File: src/design/icache_defines.svh
`ifndef ICACHE_DEFINES_SVH
`define ICACHE_DEFINES_SVH

// fetch address geometry for the direct-mapped instruction cache.

`define ICACHE_ADDR_W 32 // width of a fetch address in bits.

`define ICACHE_OFFSET_W 2 // byte offset inside one 32-bit line.

`define ICACHE_INDEX_W 4 // line index bits, so the cache has 16 lines.

// the tag is whatever remains above the index and the offset.
`define ICACHE_TAG_W (`ICACHE_ADDR_W - `ICACHE_INDEX_W - `ICACHE_OFFSET_W)

`define ICACHE_LINES (1 << `ICACHE_INDEX_W) // number of lines in the cache.

`endif
File: src/design/icache_pkg.sv
package icache_pkg;

    // request controller states.
    // idle looks up a held request and decides hit or miss.
    // fetch waits for the memory answer after a miss.
    // respond is the single cycle in which ready is high.
    typedef enum logic [1:0] {
        state_idle    = 2'd0, // waiting for valid.
        state_fetch   = 2'd1, // memory read in flight.
        state_respond = 2'd2  // answer on data, ready high.
    } cache_state_e;

    // state_idle is also the reset state.
    // the fourth encoding is never entered and falls back to idle.

endpackage

File: src/design/cache_line_if.sv
`timescale 1ns/100ps
`include "icache_defines.svh"

interface cache_line_if;

    logic [`ICACHE_INDEX_W-1:0] index;     // line selected by the current fetch address.
    logic [`ICACHE_TAG_W-1:0]   tag;       // upper address bits compared against the line.
    logic                       fill;      // one-cycle strobe that writes the line.
    logic [31:0]                fill_word; // word returned by memory on a miss.
    logic                       hit;       // line is valid and its tag matches.
    logic [31:0]                word;      // word currently held at the index.

    // the controller owns the lookup address and the fill.
    modport control (
        output index, tag, fill, fill_word,
        input  hit, word
    );

    // the tag store answers hit or miss.
    modport tags (
        input  index, tag, fill,
        output hit
    );

    // the data store answers with the word.
    modport data (
        input  index, fill, fill_word,
        output word
    );

endinterface

File: src/design/icache_top.sv
`timescale 1ns/100ps
`include "icache_defines.svh"

module icache_top (
    input  logic                      clock,
    input  logic                      reset,
    input  logic                      valid,     // fetch request level.
    input  logic [`ICACHE_ADDR_W-1:0] addr,      // fetch address.
    output logic                      ready,     // answer pulse.
    output logic [31:0]               data,      // fetched instruction word.
    input  logic                      flush,     // invalidates every line.
    output logic                      mem_start, // memory read strobe.
    output logic [`ICACHE_ADDR_W-1:0] mem_addr,  // memory read address.
    input  logic                      mem_ok,    // memory answer strobe.
    input  logic [31:0]               mem_rdata  // memory answer word.
);

    cache_line_if lines (); // lookup and fill path shared by the three blocks.

    tag_store u_tag_store (
        .clock (clock),
        .reset (reset),
        .flush (flush),
        .lines (lines.tags)
    );

    data_store u_data_store (
        .clock (clock),
        .lines (lines.data)
    );

    cache_control u_cache_control (
        .clock     (clock),
        .reset     (reset),
        .valid     (valid),
        .addr      (addr),
        .mem_ok    (mem_ok),
        .mem_rdata (mem_rdata),
        .ready     (ready),
        .data      (data),
        .mem_start (mem_start),
        .mem_addr  (mem_addr),
        .lines     (lines.control)
    );

endmodule

File: src/design/cache_control.sv
`timescale 1ns/100ps
`include "icache_defines.svh"

module cache_control (
    input  logic                      clock,
    input  logic                      reset,
    input  logic                      valid,     // fetch request level.
    input  logic [`ICACHE_ADDR_W-1:0] addr,      // held with valid until ready.
    input  logic                      mem_ok,    // memory answer strobe.
    input  logic [31:0]               mem_rdata, // memory answer word.
    output logic                      ready,     // one-cycle answer pulse.
    output logic [31:0]               data,      // fetched word, valid with ready.
    output logic                      mem_start, // one-cycle memory read strobe.
    output logic [`ICACHE_ADDR_W-1:0] mem_addr,  // word-aligned read address.
    cache_line_if.control             lines
);

    icache_pkg::cache_state_e state;      // current controller state.
    icache_pkg::cache_state_e state_next; // state after the next edge.

    logic lookup;     // a held request is sampled in idle this cycle.
    logic hit_take;   // the sampled request hits.
    logic miss_start; // the sampled request misses and needs memory.

    // the address is split once and shared by both stores.
    assign lines.index = addr[`ICACHE_OFFSET_W +: `ICACHE_INDEX_W];
    assign lines.tag   = addr[`ICACHE_ADDR_W-1 -: `ICACHE_TAG_W];

    // the fill happens on the edge that samples mem_ok.
    assign lines.fill      = (state == icache_pkg::state_fetch) && mem_ok;
    assign lines.fill_word = mem_rdata; // memory word goes straight into the line.

    assign lookup     = (state == icache_pkg::state_idle) && valid;
    assign hit_take   = lookup && lines.hit;  // tag store and data store agree here.
    assign miss_start = lookup && !lines.hit; // memory has to be asked.

    assign ready = (state == icache_pkg::state_respond); // high for exactly one cycle.

    always_comb begin
        state_next = state; // hold by default.
        case (state)
            icache_pkg::state_idle: begin
                if (hit_take) begin
                    state_next = icache_pkg::state_respond; // answer from the cache.
                end else if (miss_start) begin
                    state_next = icache_pkg::state_fetch; // wait for memory.
                end
            end
            icache_pkg::state_fetch: begin
                if (mem_ok) begin
                    state_next = icache_pkg::state_respond; // line filled this edge.
                end
            end
            icache_pkg::state_respond: begin
                state_next = icache_pkg::state_idle; // a held valid is ignored here.
            end
            default: begin
                state_next = icache_pkg::state_idle; // unused encoding recovers.
            end
        endcase
    end

    always_ff @(posedge clock) begin
        if (reset) begin
            state <= icache_pkg::state_idle;
        end else begin
            state <= state_next;
        end
    end

    // memory read request. mem_addr stays put until the next miss.
    always_ff @(posedge clock) begin
        if (reset) begin
            mem_start <= 1'b0;
            mem_addr  <= '0;
        end else begin
            mem_start <= miss_start; // one cycle high because idle is left on the same edge.
            if (miss_start) begin
                mem_addr <= {addr[`ICACHE_ADDR_W-1:`ICACHE_OFFSET_W],
                             {`ICACHE_OFFSET_W{1'b0}}}; // drop the byte offset.
            end
        end
    end

    // the answer word comes from the data store on a hit or from memory on a miss.
    always_ff @(posedge clock) begin
        if (reset) begin
            data <= '0;
        end else if (hit_take) begin
            data <= lines.word; // read combinationally at the request index.
        end else if (lines.fill) begin
            data <= mem_rdata; // same word that is written into the line.
        end
    end

endmodule

File: src/design/data_store.sv
`timescale 1ns/100ps
`include "icache_defines.svh"

module data_store (
    input  logic       clock,
    cache_line_if.data lines
);

    logic [31:0] word_array [`ICACHE_LINES]; // one 32-bit word per line.

    // the lookup read is combinational so a hit answers in one cycle.
    assign lines.word = word_array[lines.index];

    // a fill writes the memory word at the index of the held request.
    always_ff @(posedge clock) begin
        if (lines.fill) begin
            word_array[lines.index] <= lines.fill_word; // same edge as the tag write.
        end
    end

endmodule

File: src/design/tag_store.sv
`timescale 1ns/100ps
`include "icache_defines.svh"

module tag_store (
    input  logic          clock,
    input  logic          reset,
    input  logic          flush, // clears every line, as a fence.i does.
    cache_line_if.tags    lines
);

    logic [`ICACHE_TAG_W-1:0] tag_array [`ICACHE_LINES]; // one tag per line.
    logic [`ICACHE_LINES-1:0] valid_bits;                 // one valid bit per line.

    logic [`ICACHE_TAG_W-1:0] stored_tag; // tag read at the lookup index.
    logic                     line_valid; // valid bit read at the lookup index.

    assign stored_tag = tag_array[lines.index]; // combinational read at the index.
    assign line_valid = valid_bits[lines.index];

    // a hit needs both a live line and an equal tag.
    assign lines.hit = line_valid && (stored_tag == lines.tag);

    always_ff @(posedge clock) begin
        if (reset) begin
            valid_bits <= '0; // every line starts empty.
        end else if (flush) begin
            valid_bits <= '0; // flush wins over a fill in the same cycle.
        end else if (lines.fill) begin
            valid_bits[lines.index] <= 1'b1; // the filled line becomes live.
        end
    end

    // the tag array is written on every fill.
    always_ff @(posedge clock) begin
        if (lines.fill) begin
            tag_array[lines.index] <= lines.tag; // written on the same edge as the word.
        end
    end

    // Note that a fill still writes its tag during a flush.
    // The line stays invalid, so the stale tag is never seen as a hit.

endmodule

File: config.mk
export PLATFORM = sky130hd
export DESIGN_NAME = icache_top
export DESIGN_NICKNAME = d
export VERILOG_FILES = /design/src/design/icache_pkg.sv /design/src/design/cache_line_if.sv /design/src/design/icache_top.sv /design/src/design/cache_control.sv /design/src/design/data_store.sv /design/src/design/tag_store.sv
export VERILOG_INCLUDE_DIRS = /design/src /design/src/design
export SDC_FILE = /design/constraint.sdc
export NUM_CORES = 1
export LEC_CHECK = 0
export BUFFER_PORTS_ARGS = -buffer_cell sky130_fd_sc_hd__buf_2
export CAP_MARGIN = 20
export CELL_PAD_IN_SITES_DETAIL_PLACEMENT = 1
export CELL_PAD_IN_SITES_GLOBAL_PLACEMENT = 1
export CORE_MARGIN = 1.5
export CORE_UTILIZATION = 54
export CTS_CLUSTER_SIZE = 24
export DETAILED_ROUTE_END_ITERATION = 8
export PLACE_DENSITY = 0.8
export REMOVE_ABC_BUFFERS = 1
export SLEW_MARGIN = 15
export SYNTH_ARGS = -nofsm -noshare
export SYNTH_HDL_FRONTEND = slang
export SYNTH_HIERARCHICAL = 1
export SYNTH_SLANG_ARGS = --single-unit
File: constraint.sdc
create_clock -name clock -period 5.34 [get_ports clock]
set_input_delay 0.534 -clock clock [delete_from_list [all_inputs] [get_ports clock]]
set_output_delay 0.534 -clock clock [all_outputs]
set_load 0.01 [all_outputs]
# After elaboration in Yosys (flattened, before gate mapping)
# Memory sizes are Yosys's and may differ from the RTL's. A register that Yosys moved wholly into a read port is not among the register bits.
# Index checks and enable logic that the tools add are counted.
# op_classes
reduce_logical	11
order_cmp	2
mux	10
eq_ne	5
bitwise_logic	1
# op_table
operator	count
equality test 26 bit	1
bitwise OR 16 bit	1
logical AND 1 bit	6
two-way mux 2 bit	3
less-than comparator 4 x 5 -> 1 bit, second input constant	1
binary-select mux 1 bit (select 4 bit)	1
demux 1 bit (select 4 bit)	1
>= comparator 4 x 1 -> 1 bit, second input constant	1
two-way mux 1 bit	4
case mux 2 bit (2 select lines)	1
!= test 3 x 1 -> 1 bit, second input constant	1
equality test 2 x 1 -> 1 bit, second input constant	1
equality test 2 bit, second input constant	1
logical NOT 2 bit	1
!= test 2 bit, second input constant	1
AND reduction 2 bit	1
nonzero test 2 bit	1
OR reduction 2 bit	1
logical NOT 1 bit	1
# totals
word_cells	35
inputBits	69
out_inout_bits	66
memories	2
ff_bits	49
ram_bits	928
# memory_table
memory	words	width	rd	rd_ports_with_merged_regs	wr	line	rtl
u_data_store.word_array	16	32	1	1	1	data_store.sv:9	logic [31:0] word_array [`ICACHE_LINES];
u_tag_store.tag_array	16	26	1	0	1	tag_store.sv:11	logic [`ICACHE_TAG_W-1:0] tag_array [`ICACHE_LINES];

# Longest topological paths before layout
# logic_depth
word_depth	8
ltp_mapped	17
ltp_nobuf	10

# Hierarchy
# Netlist, hierarchy kept.
# modules_own_cells
mod	instances	seq_area_each_um2	area_per_inst_um2	cells_each
data_store	1	15374.7	19222.2	808
tag_store	1	12812.3	17239.0	837
cache_control	1	1301.2	3010.4	387

# Worst setup path after synthesis
# OpenSTA, ideal clock, no wires.
# synth_timing
kind	input to register
start	input port mem_ok
end	memory u_data_store.word_array[0][0] (enable)
setup_time_ns	0.461
arrival_time_ns	3.705
t_required_ns	4.879
path_stages	5
n_path_buf	1
path_slack_ns	1.174
path_cell_list	nand3b_2 -> inv_2 -> buf_2 -> or3b_2 -> nor3_1
# synth_via
elab_chain_len	3
# synth_rtl
item	line	rtl
start: declaration	icache_top.sv:14	input logic mem_ok,
logical AND 1 bit	cache_control.sv:30	assign lines.fill = (state == icache_pkg::state_fetch) && mem_ok;
net lines.fill	cache_line_if.sv:8	logic fill;
two-way mux 1 bit	data_store.sv:16	if (lines.fill) begin
two-way mux 1 bit (implied by the code)	data_store.sv:17	word_array[lines.index] <= lines.fill_word;
end: declaration	data_store.sv:9	
# The timed path passes the listed nets, and every way through them passes these cells.

# Worst setup path after layout
# layout_timing
start	input port addr[5]
end	register u_cache_control.data[0] (read register of u_data_store.word_array)
# layout_via
elab_chain_len	5
word_cells_on_any_way	7
classes_between	eq/ne: 1; mux: 2; reduce/logical: 3; memory: 1
# layout_rtl
item	line	rtl
start: declaration	icache_top.sv:8	input logic [`ICACHE_ADDR_W-1:0] addr,
memory read (16 x 26 bit) or binary-select mux 1 bit (select 4 bit) (tied branches)	n/a	
equality test 26 bit or two-way mux 1 bit (tied branches)	tag_store.sv:21, tag_store.sv:18	
logical AND 1 bit *	tag_store.sv:21	assign lines.hit = line_valid && (stored_tag == lines.tag);
net lines.hit	cache_line_if.sv:10	logic hit;
logical AND 1 bit *	cache_control.sv:34	assign hit_take = lookup && lines.hit;
nonzero test 2 bit (no line) *	n/a	
end: declaration	cache_control.sv:12	output logic [31:0] data,
# Mark *: on every way through the listed nets, which the timed path passes. The rest lies on a longest branch. The select of a mux whose other input is x is not followed.
# A chain may end at the register's enable or synchronous reset.

==> summary.md <==
| Metric | Value |
|---|---|
| Combinational share of power | `under 10%` |
| Worst slew pin tran | `1.09 ns` |
| Number of synthesized flops with an enable pin | `928` |
| Post-synthesis xor/xnor area fraction | `less than 1%` |
| Hold Startpoint | `flush` |
| PD cells | `376 mW/mm^2` |
| Core Area | `just over 0.07 mm^2` |
| Hold-fix buffers at CTS | `0` |
| DRT Pass-1 Iters | `5` |
| Synth cell types | `63` |
| Max VDD drop | `~0.31 mV` |
| Status | `finished clean` |
| Clk pwr share | `a little over two fifths` |
| Cell Area, Synth | `approximately 0.039 mm^2` |
| Post-CTS setup repair buffer count | `0` |
| Final Instance Area | `0.0447 mm^2` |
| Via count | `~21000` |
| Fin cells | `~3200` |
| Via/cell ratio | `6.42` |
| Adder-cell share of the synthesized area | `0%` |
| Worst skew pair latency | `between 0.6 and 0.7 ns` |
| WP data required | `between 5 and 6 ns` |
| CP Class | `in2reg` |
| Max_slew headroom | `roughly 27%` |
| Final routed DRC violation total | `0` |
| Starting DRT DRC Count | `about 1900` |
| DR WL/cell | `around 32 um` |
| Switch share | `between 20% and 30%` |
| CTS-repair resized insts | `0` |
| Max H-tree Level | `3` |
| Gr usage total | `roughly 28%` |
| Vias in the first global route | `between 20000 and 25000` |
| Total Neg Setup Slack | `0 ns` |
| CP arrival | `approximately 4.8 ns` |
| Share of cells above drive strength 1 | `27.8%` |
| Die ar. | `0.0747 mm^2` |
| Power, Total | `16.8 mW` |
| Synth top area share | `70.6%` |
| Hold Fails Final Rpt | `0` |
| Seq/Total Area, Yosys | `between 70% and 80%` |
| Worst slack at placement | `around 0.51 ns` |
| Layout fillers | `around 6000` |
| Pint | `~13 mW` |
| Clock sink total | `1009` |
| Crit end category | `register` |
| Port Buffers | `130` |
| Synth Area in Simple Gates | `approximately 3.4%` |
| Starting Density | `54.8%` |
| Largest family of logic cells by synthesized area | `multiplexers` |
| Dominant synthesized flop cell | `edfxtp_1` |
| First-pass GRT wire length | `148 mm` |
| Final GP Congestion | `between 0.7 and 0.8` |
| Syn Area/Cell | `slightly below 20 um^2` |
| Tmin final | `between 4 and 5 ns` |
| Reg2Reg Depth | `11` |
| Num rows | `98` |
| Final number of setup-violating endpoints | `0` |
| Slew Limit Fails | `0` |
| Antenna viol nets, final | `0` |
| Total routed wirelength | `101 mm` |
| Top cell type by total area after synthesis | `edfxtp_1` |
| Reg2reg start | `u_tag_store/tag_array[7][9]$_DFFE_PP_` |
| Initial antenna violation count | `5` |
| Hold WC Path Type | `in2reg` |
| F_max | `approximately 230 MHz` |
| Worst Hold End | `u_tag_store/valid_bits[10]$_SDFFE_PP0P_` |
| R2R Setup Slk | `approximately 1.3 ns` |
| Area delta synth->final | `13.2%` |
| DPL Wire Length | `55.4 mm` |
| Final Cycle Share | `about four fifths` |
| DIE WIDTH | `273 um` |
| I/O pin count | `about 140` |
| Largest net degree at the start of global routing | `just over 70` |
| Asr flop ratio synth | `0%` |
| Reg2reg end | `u_cache_control/data[0]$_SDFFE_PP0P_` |
| Max Cap Viol | `0` |
| Worst-path fanout max | `64` |
| Placed cell area | `just over 0.04 mm^2` |
| CTS Buffer Depth | `3` |
| Switching power total | `roughly 3.6 mW` |
| Layout Nets | `roughly 2200` |
| Synth Area in Compound Gates | `under 10%` |
| Chip height | `273 um` |
| P_leak | `14.5 nW` |
| Mapped Cells | `~2000` |
| RSZ-0062 raised after global routing | `false` |
| Clock skew | `between 0.02 and 0.025 ns` |
| Mux cell area share after synthesis | `between 10% and 20%` |
| Root Driver | `clkbuf_16` |
| Dpl cells | `roughly 3000` |
| Min-Delay Path Depth | `3` |
| Overflow after GRT | `0` |
| CTS tree | `done` |
| Clk pin slew, worst setup/hold paths | `roughly 0.060 ns` |
| Worst setup SP type | `input pin` |
| Part of the power in registers | `51.7%` |
| Setup ws final | `1.06 ns` |
| Seq cells post-synth | `~1000` |
| YS warnings | `6` |
| Area contributors post-synth | `edfxtp_1 (71%), mux4_2 (12%), dfxtp_1 (4.1%)` |
| CTS buffer count | `around 100` |
[synth_stat cells (3+ instances only)]
cell type / count
a21oi_1: 36
o21a_1: 16
buf_6: 11
a211oi_1: 3
mux4_1: 7
nor2_1: 78
nor3_1: 11
xnor2_1: 17
a22o_1: 5
a22oi_1: 70
nand4_1: 3
nor2b_1: 13
xor2_1: 8
nand2b_1: 4
dfxtp_1: 81
clkbuf_1: 50
buf_1: 6
mux2_2: 15
buf_4: 73
inv_1: 9
mux2i_1: 44
a221o_1: 3
nand3b_1: 6
o22ai_1: 12
nand2_1: 174
edfxtp_1: 928
mux4_2: 218
buf_2: 36
nand3_1: 6
a221oi_1: 6
o21ai_0: 7
a311oi_1: 33
[critical path, stage by stage]
cell and delay, ns:
buf_4 0.31, buf_4 0.42, mux2_2 0.38, o22ai_1 0.35, o32ai_1 0.13, a2111oi_0 0.83, a41o_1 0.29, nand4_1 0.13
nor4_2 0.59, nand4bb_4 0.20, buf_12 0.24, nor2_1 0.21, a311oi_1 0.08
[area by class of cell]
| cell class | instances | area, um^2 | share of cell area (%) |
|---|---|---|---|
| Timing Repair Buffer | 198 | 1430 | 3.21 |
| Antenna cell | 2 | 5.00 | 0.0112 |
| Multi-Input combinational cell | 834 | 9110 | 20.4 |
| Clock inverter | 48 | 594 | 1.33 |
| Clock buffer | 143 | 2810 | 6.29 |
| Sequential cell | 1009 | 29500 | 66.0 |
| Inverter | 11 | 41.3 | 0.0924 |
| Tap cell | 950 | 1190 | 2.66 |
[power groups by stage]
stage	combinational, mW	sequential [mW]	clock [mW]
after global placement	0.803	8.86	0
after global routing	0.910	8.70	7.61
after floorplan	0.371	8.87	0
final	0.852	8.69	7.27
after detailed placement	0.843	8.86	0
after CTS	0.853	8.69	7.36
[layer usage]
metal	routed length [um]	vias up	GRT usage (%)
li1	-	8444	-
met1	38400	10900	34.9
met2	53000	892	47.6
met3	6230	233	4.75
met4	3540	8	10.7
met5	48	-	0
[cells by family (layout without fill, tap and decap cells)]
group	count (synthesis)	in the layout
multiplexers	284	284
AND/OR/NAND/NOR	313	313
AO/OA/AOI/OAI	210	210
other	1	4
buffers and inverters	190	400
flip-flops	1009	1009
XOR/XNOR	25	25
[metrics by stage]
stage	util [%]	hold slack [ns]
4_1_cts	61.8	0.206
3_5_place_dp	57.0	0.449
5_1_grt	62.0	0.192
2_1_floorplan	-	0.435
6_report	62.1	0.200
3_3_place_gp	57.0	0.441
[worst max-delay path by stage]
stage / depth (start not counted) / startpoint / to
global route: 13 / addr[2] / u_cache_control/mem_addr[25]$_SDFFE_PP0P_
detailed placement: 12 / addr[2] / u_cache_control/mem_addr[25]$_SDFFE_PP0P_
floorplan: 4 / mem_ok / u_data_store/word_array[0][0]$_DFFE_PP_
CTS: 13 / addr[2] / u_cache_control/mem_addr[25]$_SDFFE_PP0P_
global placement: 11 / addr[2] / u_cache_control/data[16]$_SDFFE_PP0P_
finish: 13 / addr[5] / u_cache_control/data[0]$_SDFFE_PP0P_
[sequential cells by signal, indices dropped and copies added, names as in the netlist]
| name | cells |
|---|---|
| u_data_store/word_array | 512 |
| u_tag_store/tag_array | 416 |
| u_cache_control/data | 32 |
| u_cache_control/mem_addr | 30 |
| u_tag_store/valid_bits | 16 |
| u_cache_control/state | 2 |
| u_cache_control/mem_start | 1 |
[layout by cell type (no fill, tap or decap), types with 7 or more instances in the layout]
cell type  instances
o21a_1            16
mux4_1             7
clkinv_2          14
a21oi_1           36
buf_2            127
edfxtp_1         928
nor3_1             7
clkbuf_1          32
bufinv_16         12
dfxtp_1           81
mux4_2           218
nor2_1            49
nor2b_1           11
mux2_2            15
o21ai_0            7
xor2_1             8
clkbuf_8           8
a311oi_1          33
nor2_4            29
a22oi_1           70
o22ai_1           12
xnor2_1           17
nand2_1          174
buf_4             52
buf_12            12
mux2i_1           44
clkinv_1          14
inv_1              9
clkbuf_16        103
(Power assumes the default switching activity.)
